File: src/hdl/soc_params.svh
`ifndef SOC_PARAMS_SVH
`define SOC_PARAMS_SVH

// processor bus widths
`define SOC_ADDR_W 32
`define SOC_DATA_W 64

// data RAM window, 32-bit words
`define RAM_BASE 32'h0000_1000
`define RAM_WORDS 512
// word index width, log2 of RAM_WORDS
`define RAM_WORD_W 9

// interrupt controller window
`define PLIC_BASE 32'h0C00_0000
// offset bits decoded inside the window
`define PLIC_OFS_W 22

// register offsets from PLIC_BASE
// priorities sit at 4 * id below the pending word
`define PLIC_PENDING_OFS 32'h0000_1000
`define PLIC_ENABLE_OFS 32'h0000_2000
`define PLIC_CTX_ENABLE_STRIDE 32'h0000_0080
`define PLIC_THRESH_OFS 32'h0020_0000
`define PLIC_CLAIM_OFS 32'h0020_0004
// threshold and claim step per context
`define PLIC_CTX_STRIDE 32'h0000_1000

// sources 1..5, id 0 means none
`define PLIC_SOURCES 5
`define PLIC_PRIO_W 3

`endif

File: src/hdl/soc_pkg.sv
`default_nettype none

`include "soc_params.svh"

package soc_pkg;

    // one bus doubleword, or its two 32-bit halves
    // words[0] is the low half, words[1] the high half
    typedef union packed {
        logic [`SOC_DATA_W-1:0] dword;
        logic [`SOC_DATA_W/32-1:0][31:0] words;
    } bus_word_u;

    // load/store type on the bus
    // bit 2 set means zero extension
    // bits 1:0 give the size, byte/half/word/double
    // stores reuse 000..011 for sb, sh, sw and sd
    typedef enum logic [2:0] {
        LS_LB  = 3'b000,
        LS_LH  = 3'b001,
        LS_LW  = 3'b010,
        LS_LD  = 3'b011,
        LS_LBU = 3'b100,
        LS_LHU = 3'b101,
        LS_LWU = 3'b110
    } ls_type_e;

endpackage

`default_nettype wire

File: src/hdl/mmio_responder.sv
`default_nettype none

`include "soc_params.svh"

`timescale 1ns/100ps

module mmio_responder (
    input wire CLOCK_50,
    input wire KEY0,
    // processor bus
    input wire [`SOC_ADDR_W-1:0] bus_address,
    input wire bus_read_enable,
    input wire bus_write_enable,
    output logic [`SOC_DATA_W-1:0] bus_read_data,
    output logic bus_read_done,
    output logic bus_write_done,
    // beat and register strobes
    output logic ram_rd_beat,
    output logic ram_wr_beat,
    output logic plic_rd,
    output logic plic_wr,
    // forwarded offsets
    output logic [`RAM_WORD_W-1:0] ram_word,
    output logic [1:0] ram_byte,
    output logic [`PLIC_OFS_W-1:0] plic_offset,
    // returned data
    input wire soc_pkg::bus_word_u ram_rdata,
    input wire ram_last,
    input wire [31:0] plic_rdata
);

    logic [`SOC_ADDR_W-1:0] ram_ofs;
    logic [`SOC_ADDR_W-1:0] plic_ofs;
    logic ram_hit;
    logic plic_hit;
    // target of the access in flight
    logic sel_ram;
    // unmapped access, one cycle
    logic miss;
    // final beat done, done flags rise next edge
    logic fin;

    // window decode on the held address
    assign ram_hit = (bus_address >= `RAM_BASE) &&
                     (bus_address < `RAM_BASE + 4 * `RAM_WORDS);
    assign plic_hit = (bus_address >= `PLIC_BASE) &&
                      (bus_address < `PLIC_BASE + (32'd1 << `PLIC_OFS_W));

    // offsets into each window
    assign ram_ofs = bus_address - `RAM_BASE;
    assign plic_ofs = bus_address - `PLIC_BASE;
    assign ram_word = ram_ofs[`RAM_WORD_W+1:2];
    assign ram_byte = ram_ofs[1:0];
    assign plic_offset = plic_ofs[`PLIC_OFS_W-1:0];

    always_ff @(posedge CLOCK_50 or negedge KEY0) begin
        if (!KEY0) begin
            bus_read_done <= 1'b1;
            bus_write_done <= 1'b1;
            ram_rd_beat <= 1'b0;
            ram_wr_beat <= 1'b0;
            plic_rd <= 1'b0;
            plic_wr <= 1'b0;
            sel_ram <= 1'b0;
            miss <= 1'b0;
            fin <= 1'b0;
        end else begin
            // controller and unmapped strobes last one cycle
            plic_rd <= 1'b0;
            plic_wr <= 1'b0;
            miss <= 1'b0;
            fin <= ram_last | plic_rd | plic_wr | miss;

            // RAM strobe repeats until the final beat
            if (ram_last) begin
                ram_rd_beat <= 1'b0;
                ram_wr_beat <= 1'b0;
            end

            if (fin) begin
                bus_read_done <= 1'b1;
                bus_write_done <= 1'b1;
            end

            // enable only arrives while both flags are high
            if (bus_read_enable || bus_write_enable) begin
                sel_ram <= ram_hit;
                ram_rd_beat <= bus_read_enable & ram_hit;
                ram_wr_beat <= bus_write_enable & ram_hit;
                plic_rd <= bus_read_enable & plic_hit;
                plic_wr <= bus_write_enable & plic_hit;
                miss <= ~ram_hit & ~plic_hit;
                if (bus_read_enable) begin
                    bus_read_done <= 1'b0;
                end
                if (bus_write_enable) begin
                    bus_write_done <= 1'b0;
                end
            end
        end
    end

    // read data
    // claim clears pending at the strobe edge, so grab it then
    always_ff @(posedge CLOCK_50) begin
        if (plic_rd) begin
            bus_read_data <= {{(`SOC_DATA_W-32){1'b0}}, plic_rdata};
        end else if (miss && !bus_read_done) begin
            bus_read_data <= '0;
        end else if (fin && sel_ram && !bus_read_done) begin
            bus_read_data <= ram_rdata.dword;
        end
    end

endmodule

`default_nettype wire

File: config.mk
export PLATFORM = sky130hd
export DESIGN_NAME = mmio_responder
export DESIGN_NICKNAME = d
export VERILOG_FILES = /design/src/hdl/soc_pkg.sv /design/src/hdl/mmio_responder.sv
export VERILOG_INCLUDE_DIRS = /design/src /design/src/hdl
export SDC_FILE = /design/constraint.sdc
export NUM_CORES = 1
export LEC_CHECK = 0
export ABC_AREA = 1
export BUFFER_PORTS_ARGS = -buffer_cell sky130_fd_sc_hd__buf_4
export CORE_AREA = 2 2 91 93
export CTS_BUF_LIST = sky130_fd_sc_hd__clkbuf_4 sky130_fd_sc_hd__clkbuf_8
export CTS_CLUSTER_DIAMETER = 120
export DETAILED_ROUTE_END_ITERATION = 8
export DIE_AREA = 0 0 93 95
export PLACE_DENSITY = 0.81
export SLEW_MARGIN = 20
export SYNTH_ARGS = -nofsm -noshare
export SYNTH_HDL_FRONTEND = slang
export SYNTH_SLANG_ARGS = --single-unit
File: constraint.sdc
create_clock -name CLOCK_50 -period 5.6 [get_ports CLOCK_50]
set_input_delay 1.12 -clock CLOCK_50 [delete_from_list [all_inputs] [get_ports CLOCK_50]]
set_output_delay 1.12 -clock CLOCK_50 [all_outputs]
set_load 0.005 [all_outputs]
==> qor.yml <==
outcome:
  status: "finished, final reports clean"
floorplan:
  start_util: 0.408
  core_area_um2: 7930
  die-area_um2: 8840
  die_y_um: 95
  rows: 33
  ioPinCount: 236
  die_x_um: 93
sta:
  rsz0062_at_grt: "no"
  period_share: 0.444
  setup_tns_ns: 0
  timing.final.crit_period_ns: 2.48
  finalSetupViolations: 0
  max_freq_ghz: 0.402
  finalHoldViolCount: 0
  slew_viol_final: 0
  skew_ns: 0.0106
  max-slew-margin-rel: 0.385
  worst_pin_slew_ns: 0.922
layout:
  layout-drive-gt1-share: 0.564
  n_antenna_cell: 0
  finalNetCount: 601
  fillers: 698
  area_growth_syn_to_layout_pct: 45.8
pwr:
  ir_drop_mv: 0.145
  p_per_area_nw_per_um2: 266
  total_power_mw: 1.25
  power.leakage_nw: 2.22
placement:
  numPortBuffers: 202
  routabilityCongestion: 0.804
  dp_hpwl_mm: 7.15
setup_path:
  path_delay_family: "buffers and inverters"
  required_ns: 4.48
  crit_top_cell: "buf_4"
  critPathKind: "input port to output pin"
  path_cells: "buf_4, buf_4"
  critPathArrivalTime_ns: 1.36
  cp-start-kind: "input port"
  cpMaxStageDelayCell: "buf_4"
  max_stage_delay_ns: 0.13
  critPathCaptureType: "output pin"
  crit_path_max_fanout: 2
  path_buf_inv: 2
detailed_routing:
  via_count: 2748
  drc: 0
  wire_per_inst_um: 15.9
  first_iter_violations: 70
  wirelength_mm: 9.22
  via_per_inst: 4.75
  firstDrtPassIters: 4
  drtAntennaViolNets: 0
clocking:
  hold_buffers: 0
  cts_root_buffer: "clkbuf_8"
  clk-insertion-delay-late_ns: 0.34
  path_clk_slew_ns: 0.08
  cts_resized: 0
  cts_buffers: 9
  cts_tree: "done"
  clk_path_buf_depth: 2
  h-tree-depth: 3
  numClockSinks: 73
  cts_setup_buffers: 0
synth:
  syn_inst: 303
  ys_seq_elements: 73
  syn_area_um2: 3230
  synth_top_area_frac: 0.297
  ys_seq_area_frac: 0.566
  synthTopCellsByArea: "edfxtp_1, dfxtp_1, a22o_1"
  ys_types: 23
  mappedNetlistNets: 436
  yosysTopAreaCell: "edfxtp_1"
  synth_warnings: 0
  synth.avg_cell_area_um2: 10.7
grt:
  grt_pass1_wl_mm: 13.7
  track_usage: 0.205
  grt_pass1_vias: 2736
  grt_max_degree: 51
  grt_overflow_total: 0
  antenna_found_initial: 0
min_path:
  min_path_type: "flip-flop to flip-flop"
job:
  max-cap-violations: 0
metal layers:
layer | GRT usage | vias up | routed length, µm
met5 | 0 | - | 0
met4 | 0.0588 | 0 | 141
met3 | 0.0678 | 12 | 861
met2 | 0.385 | 157 | 4980
met1 | 0.218 | 1255 | 3240
li1 | - | 1324 | -
kinds of logic after synthesis:
| group | synth area share |
|---|---|
| and+or+nand+nor | 0.141 |
| DFF | 0.566 |
| buffers and inverters | 0.129 |
| AOI/OAI and AO/OA | 0.164 |
placed cells by master, fill, tap and decap left out, types with 2 or more instances in the layout:
cell type   count
clkinv_1        3
o21ai_1        14
a22o_1         32
nand3_1         5
nor2_1         66
nor2_2         20
clkinvlp_4      2
clkbuf_8       10
dfstp_2         2
inv_1           5
o21ai_2        20
edfxtp_1       32
dfrtp_1         6
inv_2           4
nand2_1         9
buf_4         204
dfxtp_1        32
layout make-up:
type / count / area (µm²) / share of cell area
Sequential cell: 73 / 1830 / 0.389
Timing Repair Buffer: 204 / 1530 / 0.325
Multi-Input combinational cell: 170 / 985 / 0.209
Clock buffer: 10 / 138 / 0.0292
Tap cell: 105 / 131 / 0.0279
Clock inverter: 6 / 57.6 / 0.0122
Inverter: 10 / 37.5 / 0.00797
Yosys cell counts, drive strengths merged:
master / count
nor2: 86
buf: 47
o21ai: 34
a22o: 32
dfxtp: 32
edfxtp: 32
nand2: 10
inv: 9
dfrtp: 7
nand3: 6
clkbuf: 3
dfstp: 2
a21oi: 1
clkinv: 1
or2: 1
registers in the layout, indices dropped and copies added (netlist names):
register	count
fin	1
plic_wr	1
bus_read_data	64
bus_read_done	1
ram_rd_beat	1
bus_write_done	1
miss	1
ram_wr_beat	1
plic_rd	1
sel_ram	1
stage by stage:
step                       util  setup slack [ns]  hold slack, ns  area [µm²]  instances
after floorplan               -              3.25           0.439        3230        303
after global placement    0.569              3.03           0.469        4510        562
after detailed placement  0.569              2.95           0.468        4510        562
after CTS                 0.594              2.76           0.488        4710        578
after global routing      0.594              3.01           0.514        4710        578
final                     0.594              3.12           0.484        4710        578
path summary, 6_finish.rpt:
| path | end | cells past startpoint | slack (ns) | from |
|---|---|---|---|---|
| worst max-delay path | plic_offset[15] | 2 | 3.12 | bus_address[15] |
| worst min-delay path | fin | 2 | 0.48 | miss |
| max in group asynchronous | bus_write_done | 1 | 4.80 | KEY0 |
| min in group asynchronous | plic_rd | 1 | 0.58 | KEY0 |
| worst min register to register | fin | 2 | 0.48 | miss |
| worst max register to register | bus_read_data[29] | 6 | 3.22 | plic_rd |
where the power goes:
part / switching [mW] / internal (mW)
logic: 0.0948 / 0.135
clock network: 0.187 / 0.214
registers: 0.0178 / 0.603
total: 0.300 / 0.952
tightest hold or removal path: cells and delay by family, from the launching register on:
| family | cells | cell delay, ns |
|---|---|---|
| and+or+nand+nor | 2 | 0.10 |
| DFF | 1 | 0.35 |
No activity file was read; power rests on OpenSTA's default activity.
