### config.mk
export PLATFORM = sky130hd
export DESIGN_NAME = plic
export DESIGN_NICKNAME = d
export VERILOG_FILES = /design/src/hdl/plic.sv
export VERILOG_INCLUDE_DIRS = /design/src /design/src/hdl
export SDC_FILE = /design/constraint.sdc
export NUM_CORES = 1
export LEC_CHECK = 0
export ABC_AREA = 1
export BUFFER_PORTS_ARGS = -buffer_cell sky130_fd_sc_hd__buf_4
export CORE_MARGIN = 8
export CORE_UTILIZATION = 40
export DETAILED_ROUTE_END_ITERATION = 12
export GPL_TIMING_DRIVEN = 0
export PLACE_DENSITY = 0.63
export SLEW_MARGIN = 20
export SYNTH_ARGS = -nofsm -noshare
export SYNTH_HDL_FRONTEND = slang
export SYNTH_SLANG_ARGS = --single-unit
### constraint.sdc
create_clock -name CLOCK_50 -period 18.6 [get_ports CLOCK_50]
set_input_delay 3.72 -clock CLOCK_50 [delete_from_list [all_inputs] [get_ports CLOCK_50]]
set_output_delay 3.72 -clock CLOCK_50 [all_outputs]
set_load 0.01 [all_outputs]
### src/hdl/soc_params.svh
`ifndef SOC_PARAMS_SVH
`define SOC_PARAMS_SVH

// processor bus widths
`define SOC_ADDR_W 32
`define SOC_DATA_W 64

// data RAM window, 32-bit words
`define RAM_BASE 32'h0000_1000
`define RAM_WORDS 512
// word index width, log2 of RAM_WORDS
`define RAM_WORD_W 9

// interrupt controller window
`define PLIC_BASE 32'h0C00_0000
// offset bits decoded inside the window
`define PLIC_OFS_W 22

// register offsets from PLIC_BASE
// priorities sit at 4 * id below the pending word
`define PLIC_PENDING_OFS 32'h0000_1000
`define PLIC_ENABLE_OFS 32'h0000_2000
`define PLIC_CTX_ENABLE_STRIDE 32'h0000_0080
`define PLIC_THRESH_OFS 32'h0020_0000
`define PLIC_CLAIM_OFS 32'h0020_0004
// threshold and claim step per context
`define PLIC_CTX_STRIDE 32'h0000_1000

// sources 1..5, id 0 means none
`define PLIC_SOURCES 5
`define PLIC_PRIO_W 3

`endif

### src/hdl/plic.sv
`default_nettype none

`include "soc_params.svh"

`timescale 1ns/100ps

module plic (
    input wire CLOCK_50,
    input wire KEY0,
    input wire plic_rd,
    input wire plic_wr,
    input wire [`PLIC_OFS_W-1:0] plic_offset,
    input wire [31:0] wdata,
    output logic [31:0] plic_rdata,
    input wire [`PLIC_SOURCES-1:0] irq_src,
    output logic meip,
    output logic seip
);

    // ids 0..PLIC_SOURCES
    localparam int ID_W = $clog2(`PLIC_SOURCES + 1);

    // context 0 machine, context 1 supervisor
    logic [`PLIC_PRIO_W-1:0] prio [1:`PLIC_SOURCES];
    logic [`PLIC_SOURCES:1] pending;
    logic [`PLIC_SOURCES:1] enable [2];
    logic [`PLIC_PRIO_W-1:0] thresh [2];
    // last source levels for edge capture
    logic [`PLIC_SOURCES-1:0] irq_q;
    logic [`PLIC_SOURCES:1] src_rise;
    logic [`PLIC_SOURCES:1] claim_clr;

    logic [`SOC_ADDR_W-1:0] ofs;
    logic [9:0] prio_id;
    logic prio_hit;
    logic pend_hit;
    logic [1:0] en_hit;
    logic [1:0] th_hit;
    logic [1:0] cl_hit;

    // winner per context
    logic [ID_W-1:0] best_id [2];
    logic [`PLIC_PRIO_W-1:0] best_pri [2];

    // register decode
    assign ofs = {{(`SOC_ADDR_W-`PLIC_OFS_W){1'b0}}, plic_offset};
    assign prio_id = plic_offset[11:2];
    assign prio_hit = (ofs < `PLIC_PENDING_OFS) && (prio_id != 10'd0) &&
                      (prio_id <= 10'(`PLIC_SOURCES));
    assign pend_hit = (ofs == `PLIC_PENDING_OFS);

    always_comb begin
        for (int c = 0; c < 2; c++) begin
            en_hit[c] = (ofs == `PLIC_ENABLE_OFS + c * `PLIC_CTX_ENABLE_STRIDE);
            th_hit[c] = (ofs == `PLIC_THRESH_OFS + c * `PLIC_CTX_STRIDE);
            cl_hit[c] = (ofs == `PLIC_CLAIM_OFS + c * `PLIC_CTX_STRIDE);
        end
    end

    // arbitration
    // strictly above threshold, ties go to the lower id
    always_comb begin
        for (int c = 0; c < 2; c++) begin
            best_id[c] = '0;
            best_pri[c] = thresh[c];
            for (int s = 1; s <= `PLIC_SOURCES; s++) begin
                if (pending[s] && enable[c][s] && (prio[s] > best_pri[c])) begin
                    best_pri[c] = prio[s];
                    best_id[c] = ID_W'(s);
                end
            end
        end
    end

    assign meip = (best_id[0] != '0);
    assign seip = (best_id[1] != '0);

    // claim read drops the winner's pending bit
    always_comb begin
        claim_clr = '0;
        for (int c = 0; c < 2; c++) begin
            if (plic_rd && cl_hit[c] && (best_id[c] != '0)) begin
                claim_clr[best_id[c]] = 1'b1;
            end
        end
    end

    // source 1 sits on irq_src[0]
    assign src_rise = irq_src & ~irq_q;

    // read mux, zero-extended to 32 bits
    always_comb begin
        plic_rdata = '0;
        if (prio_hit) begin
            plic_rdata = {{(32-`PLIC_PRIO_W){1'b0}}, prio[prio_id[ID_W-1:0]]};
        end else if (pend_hit) begin
            plic_rdata = {{(31-`PLIC_SOURCES){1'b0}}, pending, 1'b0};
        end
        for (int c = 0; c < 2; c++) begin
            if (en_hit[c]) begin
                plic_rdata = {{(31-`PLIC_SOURCES){1'b0}}, enable[c], 1'b0};
            end
            if (th_hit[c]) begin
                plic_rdata = {{(32-`PLIC_PRIO_W){1'b0}}, thresh[c]};
            end
            if (cl_hit[c]) begin
                plic_rdata = {{(32-ID_W){1'b0}}, best_id[c]};
            end
        end
    end

    always_ff @(posedge CLOCK_50 or negedge KEY0) begin
        if (!KEY0) begin
            for (int s = 1; s <= `PLIC_SOURCES; s++) begin
                prio[s] <= '0;
            end
            for (int c = 0; c < 2; c++) begin
                enable[c] <= '0;
                thresh[c] <= '0;
            end
            pending <= '0;
            irq_q <= '0;
        end else begin
            irq_q <= irq_src;
            // pending and claim ignore writes
            if (plic_wr) begin
                if (prio_hit) begin
                    prio[prio_id[ID_W-1:0]] <= wdata[`PLIC_PRIO_W-1:0];
                end
                for (int c = 0; c < 2; c++) begin
                    if (en_hit[c]) begin
                        enable[c] <= wdata[`PLIC_SOURCES:1];
                    end
                    if (th_hit[c]) begin
                        thresh[c] <= wdata[`PLIC_PRIO_W-1:0];
                    end
                end
            end
            // new edge beats a claim in the same cycle
            pending <= (pending & ~claim_clr) | src_rise;
        end
    end

endmodule

`default_nettype wire

==> flow_summary.toml, run 1 <==
[route]
dr.first_iter.drc_count = 197
wl_microns = 9665
dr_total_vias = 3356
ant_nets = 0
avgViaCountPerCell = 5.077
drc = 0
drt-pass1-iter-count = 5
wire_per_inst_microns = 14.62

[clock_network]
cts_tree = "yes"
cts.repair.resized = 0
cts_htree_levels = 2
root_buffer = "clkbuf_8"
clock-sinks = 41
cts_setup_buffers = 0
postCtsHoldBufs = 0
cts_max_path_buffers = 2
clock_latency_ps = 310
cts_made_buffers = 5
clk_pin_slew_worst_paths_ps = 90

[floorplanning]
core_sq_mm = 0.008217
die_w_microns = 107.9
dieArea_sq_mm = 0.01164
rows = 33
pin_count = 97
start_util = 0.4110
dieHeight_microns = 107.9

[logic_synthesis]
synth_area_per_cell_sq_um = 7.050
syn_area_sq_mm = 0.003377
synth_top_cell_by_area = "dfrtp_1"
yosysWarnings = 0
synth_top_area_share = 0.3038
yosysMostFrequentCell = "nand2_1"
ys_top_cells_by_count = "nand2_1, o21ai_0, inv_1"
synth_flop_cell = "dfrtp_1"
synth_area_leaders = "dfrtp_1, nand2_1, ha_1, o21ai_0, inv_1"
synth_cell_types = 37
synthCells = 479
ys_ff_latch = 41
yosysSeqAreaShare = 0.3038
synth_edf_count = 0
async_flop_share = 1.000

[critical_path]
r2r_end = "pending[4]$_DFF_PN0_"
critPathCaptureType = "output pin"
r2r_start = "prio[14]$_DFFE_PN0P_"
reg2regPathDepth = 33
crit_buf_inv = 3
cp_common_cell = "o21ai_0"
cp-start-kind = "register"
cp_slowest_cell = "dfrtp_1"
crit_arrival_ps = 6970
rrSetupSlack_ps = 11780
cpPeakStageDelay_ps = 490
cp_data_required_time_ps = 14880
cpLargestDelayFamily = "simple AND/OR/NAND/NOR gates"
path_max_fanout = 8
worstSetupPathType = "reg -> out"

[min_path]
min_from = "irq_q[2]$_DFF_PN0_"
worst_hold_path.num_cells = 1
hold_class = "reg -> reg"
min_to = "pending[3]$_DFF_PN0_"

[timing]
tightest_slew_ps = 529.4
slew_headroom = 0.6471
fin_setup_tns_ps = 0
hold_ws_ps = 422.6
finClkSkew_ps = 12.99
max_freq_mhz = 93.59
hold_violations = 0
period_share = 0.5745
slew_violations = 0
rsz0062_at_grt = "no"
setup_viol = 0
min_period_ps = 10690

[cells_and_area]
num-fill-cells = 855
fin_area_sq_mm = 0.004048
area_delta_synth_final_pct = 19.86
nets = 644
register_area_sq_mm = 0.001026
drive_gt1_frac = 0.1853
diodes = 0
multi_input_area_sq_mm = 0.002003

[power_and_ir_drop]
peakVddDrop_v = 0.00002561
p_leak_nw = 2.122
p_per_area_mw_per_mm2 = 45.47

[outcome]
outcome = "complete, no violations"

[global_routing]
grt_pass1_wl_microns = 15720
grt.total_usage = 0.1693
overflow = 0
grt_max_degree = 42
antenna_found_initial = 0
grt_pass1_vias = 3226

[job]
drv_cap = 0

[place]
port_buffers = 44
hpwl_microns = 7955
routabilityCongestion = 0.9081
placed_cell_area_sq_mm = 0.003933
[per-layer routing]
metal	wire, microns	vias to the layer above	track usage
met5	0	-	0
met4	184	0	0.04361
li1	-	1703	-
met3	492	16	0.02635
met2	4764	96	0.2969
met1	4223	1541	0.2096
[power by group]
group	internal, W	switching, W
registers	0.0000896	0.000000149
logic	0.00000932	0.0000100
clock network	0.0000402	0.0000348
[sequential cells by signal, summed over array words and instances, names as in the netlist]
register / count
prio: 15
pending: 5
thresh: 6
irq_q: 5
enable: 10
[cell type report]
type / count / share of cell area
Multi-Input combinational cell: 374 / 0.4949
Tap cell: 105 / 0.03246
Clock buffer: 5 / 0.01700
Inverter: 62 / 0.05811
Sequential cell: 41 / 0.2535
Timing Repair Buffer: 44 / 0.08161
Buffer: 27 / 0.05100
Clock inverter: 3 / 0.01144
[how the worst max path moves through the flow]
| stage | from | endpoint | slack (ps) | cells after the start |
|---|---|---|---|---|
| final | prio[14]$_DFFE_PN0P_ | plic_rdata[0] | 7910 | 32 |
| after global routing | prio[14]$_DFFE_PN0P_ | plic_rdata[0] | 7160 | 34 |
| after CTS | prio[14]$_DFFE_PN0P_ | plic_rdata[0] | 7920 | 34 |
| after detailed placement | prio[14]$_DFFE_PN0P_ | plic_rdata[0] | 8250 | 34 |
| after global placement | prio[14]$_DFFE_PN0P_ | plic_rdata[0] | 8460 | 35 |
| after floorplan | prio[14]$_DFFE_PN0P_ | plic_rdata[2] | 9620 | 37 |
[cells in the final DEF, fill, tap and decap left out, drive strengths merged, types with 2 or more instances in the layout]
cell type,instances
nand2,132
buf,71
o21ai,68
inv,60
dfrtp,41
nand3,39
ha,26
conb,26
nor2,23
a21oi,18
nand4,14
nor3,6
clkbuf,5
o211ai,4
o22ai,3
clkinv,3
nor3b,2
o2111ai,2
o21bai,2
or2,2
[cell families after synthesis]
logic type / after synthesis / share of synthesized area
buffers and inverters: 89 / 0.1308
DFF: 41 / 0.3038
other: 1 / 0.001110
and+or+nand+nor: 220 / 0.3012
AOI/OAI and AO/OA: 102 / 0.1667
adders and majority gates: 26 / 0.09633
[per-stage QoR]
step,setup slack (ps),total power (W),instances,util
4_1_cts,7922,0.0001858,661,0.4926
5_1_grt,7164,0.0001921,661,0.4926
3_5_place_dp,8245,0.0001106,653,0.4786
6_report,7915,0.0001840,661,0.4926
2_1_floorplan,9617,0.0001010,504,-
3_3_place_gp,8463,0.0001103,653,0.4786
[worst reg2reg max path: cells and delay by family, from the launching register on]
kind / cells / cell delay, ps
compound gates: 10 / 1870
fa+ha+maj: 5 / 1740
flops: 1 / 490
simple gates: 18 / 2620
No activity file was read; power rests on OpenSTA's default activity.
==> inputs of run 2 (changes only) <==
PLACE_DENSITY = 0.66   (was 0.63)
clock period = 9.7 ns   (was 18.6 ns; I/O delays follow)
==> run 2 against run 1 <==
  * Sequential power rose by 92%
  * Combinational power rose by 92%
  * Worst hold slack got worse by 1.1 ps
  * Cell count did not move
  * Critical path type unchanged
  * Critical endpoint unchanged
==> flow_summary.toml, run 2 (synthesized netlist as in run 1, its figures left out) <==
[power_and_ir_drop]
p_leak_nw = 2.136
totalPowerFinal_w = 0.0003762
peakVddDrop_v = 0.00006128
p_per_area_mw_per_mm2 = 92.52

[critical_path]
r2r_start = "prio[14]$_DFFE_PN0P_"
cpPeakStageDelay_ps = 490
worstSetupPathType = "reg -> out"
path_max_fanout = 8
crit_arrival_ps = 6920
crit_buf_inv = 3
reg2regPathDepth = 35
cp_common_cell = "o21ai_0"
r2r_end = "pending[5]$_DFF_PN0_"
rrSetupSlack_ps = 2980
cp_data_required_time_ps = 7760
cpLargestDelayFamily = "simple AND/OR/NAND/NOR gates"
cp_slowest_cell = "dfrtp_1"
cp-start-kind = "register"
critPathCaptureType = "output pin"

[timing]
slew_violations = 0
slew_headroom = 0.6124
rsz0062_at_grt = "no"
tightest_slew_ps = 577.0
fin_setup_tns_ps = 0
hold_ws_ps = 421.5
min_period_ps = 8860
period_share = 0.9134
setup_viol = 0
finClkSkew_ps = 5.487
hold_violations = 0
max_freq_mhz = 112.9

[route]
avgViaCountPerCell = 5.083
dr_total_vias = 3360
drc = 0
dr.first_iter.drc_count = 253
drt-pass1-iter-count = 5
wl_microns = 9545
ant_nets = 0
wire_per_inst_microns = 14.44

[cells_and_area]
fin_area_sq_mm = 0.004066
top_regs = "prio x15, enable x10, thresh x6"
largest_register_ffs = 15
diodes = 0
multi_input_area_sq_mm = 0.002003
nets = 644
drive_gt1_frac = 0.1853
largest-register = "prio"
register_area_sq_mm = 0.001026
area_delta_synth_final_pct = 20.41
layout_common_cells = "nand2_1, buf_4, o21ai_0"
layout_commonest_cell = "nand2_1"
num-fill-cells = 849

[clock_network]
clock-sinks = 41
cts_setup_buffers = 0
clk_pin_slew_worst_paths_ps = 80
cts_max_path_buffers = 2
cts.repair.resized = 0
postCtsHoldBufs = 0
root_buffer = "clkbuf_8"
cts_made_buffers = 5
cts_htree_levels = 2
cts_tree = "yes"
clock_latency_ps = 300

[global_routing]
antenna_found_initial = 0
grt_max_degree = 42
grt_pass1_vias = 3090
overflow = 0
grt_pass1_wl_microns = 15570
grt.total_usage = 0.1676

[floorplanning]
pin_count = 97
start_util = 0.4110
dieArea_sq_mm = 0.01164
dieHeight_microns = 107.9
core_sq_mm = 0.008217
rows = 33
die_w_microns = 107.9

[min_path]
min_from = "irq_q[2]$_DFF_PN0_"
worst_hold_path.num_cells = 1
hold_class = "reg -> reg"
min_to = "pending[3]$_DFF_PN0_"

[outcome]
outcome = "complete, no violations"

[place]
hpwl_microns = 7789
routabilityCongestion = 0.9348
placed_cell_area_sq_mm = 0.003933
port_buffers = 44

[job]
drv_cap = 0
[run 2: changes by cell type in the layout (fill, tap and decap cells not counted)]
cell        before  now
clkinv_2         2    3
clkinvlp_4       1    0
clkinv_4         1    0
bufinv_16        1    2
[run 2: how the worst max path moves through the flow]
stage | start | end | slack (ps) | depth (start not counted)
floorplan | prio[14]$_DFFE_PN0P_ | plic_rdata[2] | 2500 | 37
CTS | prio[14]$_DFFE_PN0P_ | plic_rdata[0] | 910 | 34
global route | prio[14]$_DFFE_PN0P_ | plic_rdata[0] | 110 | 35
global placement | prio[14]$_DFFE_PN0P_ | plic_rdata[0] | 1350 | 35
detailed placement | prio[14]$_DFFE_PN0P_ | plic_rdata[0] | 1240 | 34
finish | prio[14]$_DFFE_PN0P_ | plic_rdata[0] | 840 | 34
[run 2: power by group]
group	total [W]	internal, W	leakage, nW	switching (W)
Clock	0.000167	0.000102	0.0681	0.0000649
Combinational	0.0000370	0.0000179	1.53	0.0000191
Sequential	0.000172	0.000172	0.535	0.000000247
[run 2: cell type report]
cell class | instances | area share
multi-input combinational | 374 | 0.4926
sequential | 41 | 0.2523
timing repair buffer | 44 | 0.08123
inverter | 62 | 0.05785
buffer | 27 | 0.05077
tap | 105 | 0.03231
clock buffer | 5 | 0.01692
clock inverter | 3 | 0.01600
[run 2: through the flow]
stage	util	setup slack (ps)	instances
global route	0.4949	108.5	661
finish	0.4949	840.5	661
global placement	0.4786	1350	653
detailed placement	0.4786	1243	653
CTS	0.4949	905.1	661
floorplan	-	2497	504
[run 2: per-layer routing]
metal / global-route usage / vias to the layer above / wire length, microns
met5: 0 / - / 0
met4: 0.03370 / 0 / 133
met3: 0.02814 / 13 / 656
met2: 0.2820 / 105 / 4499
met1: 0.2197 / 1537 / 4255
li1: - / 1705 / -
==> inputs of run 3 (changes only) <==
CORE_ASPECT_RATIO = 1.5   (was not set)
MAX_ROUTING_LAYER = met4   (was not set)
==> run 3 against run 2 <==
  * Flip-flop and latch count unchanged
  * First-iteration DRC count down 25%
  * Utilization decreased by 0.36 points
  * Register-to-register slack hardly changed
  * Sequential share of layout area shrank 0.10 points
  * Worst hold slack worse by 7.9 ps
  * Critical endpoint is now plic_rdata[1]
==> flow_summary.toml, run 3 (synthesized netlist as in run 1, its figures left out) <==
[outcome]
outcome = "complete, no violations"

[floorplanning]
core_sq_mm = 0.008310
pin_count = 97
dieArea_sq_mm = 0.01170
rows = 41
start_util = 0.4064
die_w_microns = 91.02
dieHeight_microns = 128.5

[global_routing]
overflow = 0
grt.total_usage = 0.1830
grt_pass1_wl_microns = 16270
met2_usage = 0.3231
grt_max_degree = 42
grt_use_met1 = 0.1853
antenna_found_initial = 0
grt_use_met3 = 0.03030
grt_pass1_vias = 3239
top_usage_layer = "met2"

[timing]
min_period_ps = 8707
period_share = 0.8977
fin_ws_ps = 992.5
rsz0062_at_grt = "no"
hold_violations = 0
setup_viol = 0
fin_setup_tns_ps = 0
max_freq_mhz = 114.8
hold_ws_ps = 413.6
slew_violations = 0
finClkSkew_ps = 5.672
slew_headroom = 0.6480
tightest_slew_ps = 528.1

[cells_and_area]
nets = 644
layout_commonest_cell = "nand2_1"
drive_gt1_frac = 0.1853
largest-register = "prio"
diodes = 0
largest_register_ffs = 15
area_delta_synth_final_pct = 20.90
num-fill-cells = 855
utilization = 0.4913
fin_area_sq_mm = 0.004083
top_regs = "prio x15, enable x10, thresh x6"
layout_common_cells = "nand2_1, buf_4, o21ai_0"

[place]
hpwl_microns = 8411
placed_cell_area_sq_mm = 0.003935
port_buffers = 44
pre_cts_ws_ps = 1276
routabilityCongestion = 0.9136

[critical_path]
rrSetupSlack_ps = 2990
critPathCaptureType = "output pin"
path_max_fanout = 10
cp_common_cell = "nand2_1"
cpPeakStageDelay_ps = 440
cp-start-kind = "register"
cp_data_required_time_ps = 7760
cp_slowest_cell = "dfrtp_1"
worstSetupPathType = "reg -> out"
crit_arrival_ps = 6770

[route]
dr.first_iter.drc_count = 191
drc = 0
ant_nets = 0
drt-pass1-iter-count = 5
avgViaCountPerCell = 4.997
wire_per_inst_microns = 15.39
dr_total_vias = 3313
wl_microns = 10200

[clock_network]
cts_made_buffers = 5
clock_latency_ps = 290
cts.repair.resized = 0
clk_pin_slew_worst_paths_ps = 60
cts_setup_buffers = 0
cts_tree = "yes"
cts_htree_levels = 2
root_buffer = "clkbuf_16"
cts_max_path_buffers = 2
clock-sinks = 41
postCtsHoldBufs = 0

[min_path]
hold_class = "reg -> reg"

[power_and_ir_drop]
p_per_area_mw_per_mm2 = 92.51
p_leak_nw = 2.130
peakVddDrop_v = 0.00007657

[job]
drv_cap = 0
[run 3: changes by cell type in the layout (fill, tap and decap cells not counted)]
cell        change
bufinv_16       -2
clkbuf_16       +5
clkbuf_8        -5
clkinv_2        -1
clkinvlp_4      +3
[run 3: worst max-delay path, delay by kind of cell (launching register included)]
kind / cells / cell delay, ps
AO/OA/AOI/OAI: 8 / 1560
AND/OR/NAND/NOR: 21 / 2290
flip-flops: 1 / 440
adder cells (fa/ha/maj): 5 / 1560
buffers and inverters: 5 / 630
[run 3: layout make-up]
class / instances / area [sq um] / area share
Buffer: 27 / 206.4 / 0.05057
Timing Repair Buffer: 44 / 330.3 / 0.08091
Tap cell: 107 / 133.9 / 0.03279
Clock inverter: 3 / 22.52 / 0.005516
Sequential cell: 41 / 1026 / 0.2513
Multi-Input combinational cell: 374 / 2003 / 0.4907
Inverter: 62 / 235.2 / 0.05762
Clock buffer: 5 / 125.1 / 0.03065
[run 3: worst paths after layout]
path	startpoint	endpoint	cells past startpoint
max in group asynchronous	KEY0	thresh[5]$_DFFE_PN0P_	1
min in group asynchronous	KEY0	prio[0]$_DFFE_PN0P_	1
max reg2reg	prio[14]$_DFFE_PN0P_	pending[1]$_DFF_PN0_	34
min reg2reg	irq_q[2]$_DFF_PN0_	pending[3]$_DFF_PN0_	1
max	thresh[5]$_DFFE_PN0P_	plic_rdata[1]	39
min	irq_q[2]$_DFF_PN0_	pending[3]$_DFF_PN0_	1
[run 3: power by group]
| part | internal [W] | switching (W) |
|---|---|---|
| Clock | 0.0000952 | 0.0000722 |
| Combinational | 0.0000179 | 0.0000201 |
| Sequential | 0.000172 | 0.000000256 |
| Total | 0.000285 | 0.0000925 |
[run 3: through the flow]
| stage | power, W | instances |
|---|---|---|
| final | 0.0003777 | 663 |
| after global routing | 0.0003934 | 663 |
| after CTS | 0.0003828 | 663 |
| after detailed placement | 0.0002132 | 655 |
| after global placement | 0.0002126 | 655 |
| after floorplan | 0.0001937 | 504 |
[run 3: routing by layer]
layer / up-vias / share of wire
li1: 1708 / -
met1: 1483 / 0.39
met2: 97 / 0.52
met3: 25 / 0.044
met4: 0 / 0.049
met5: - / 0
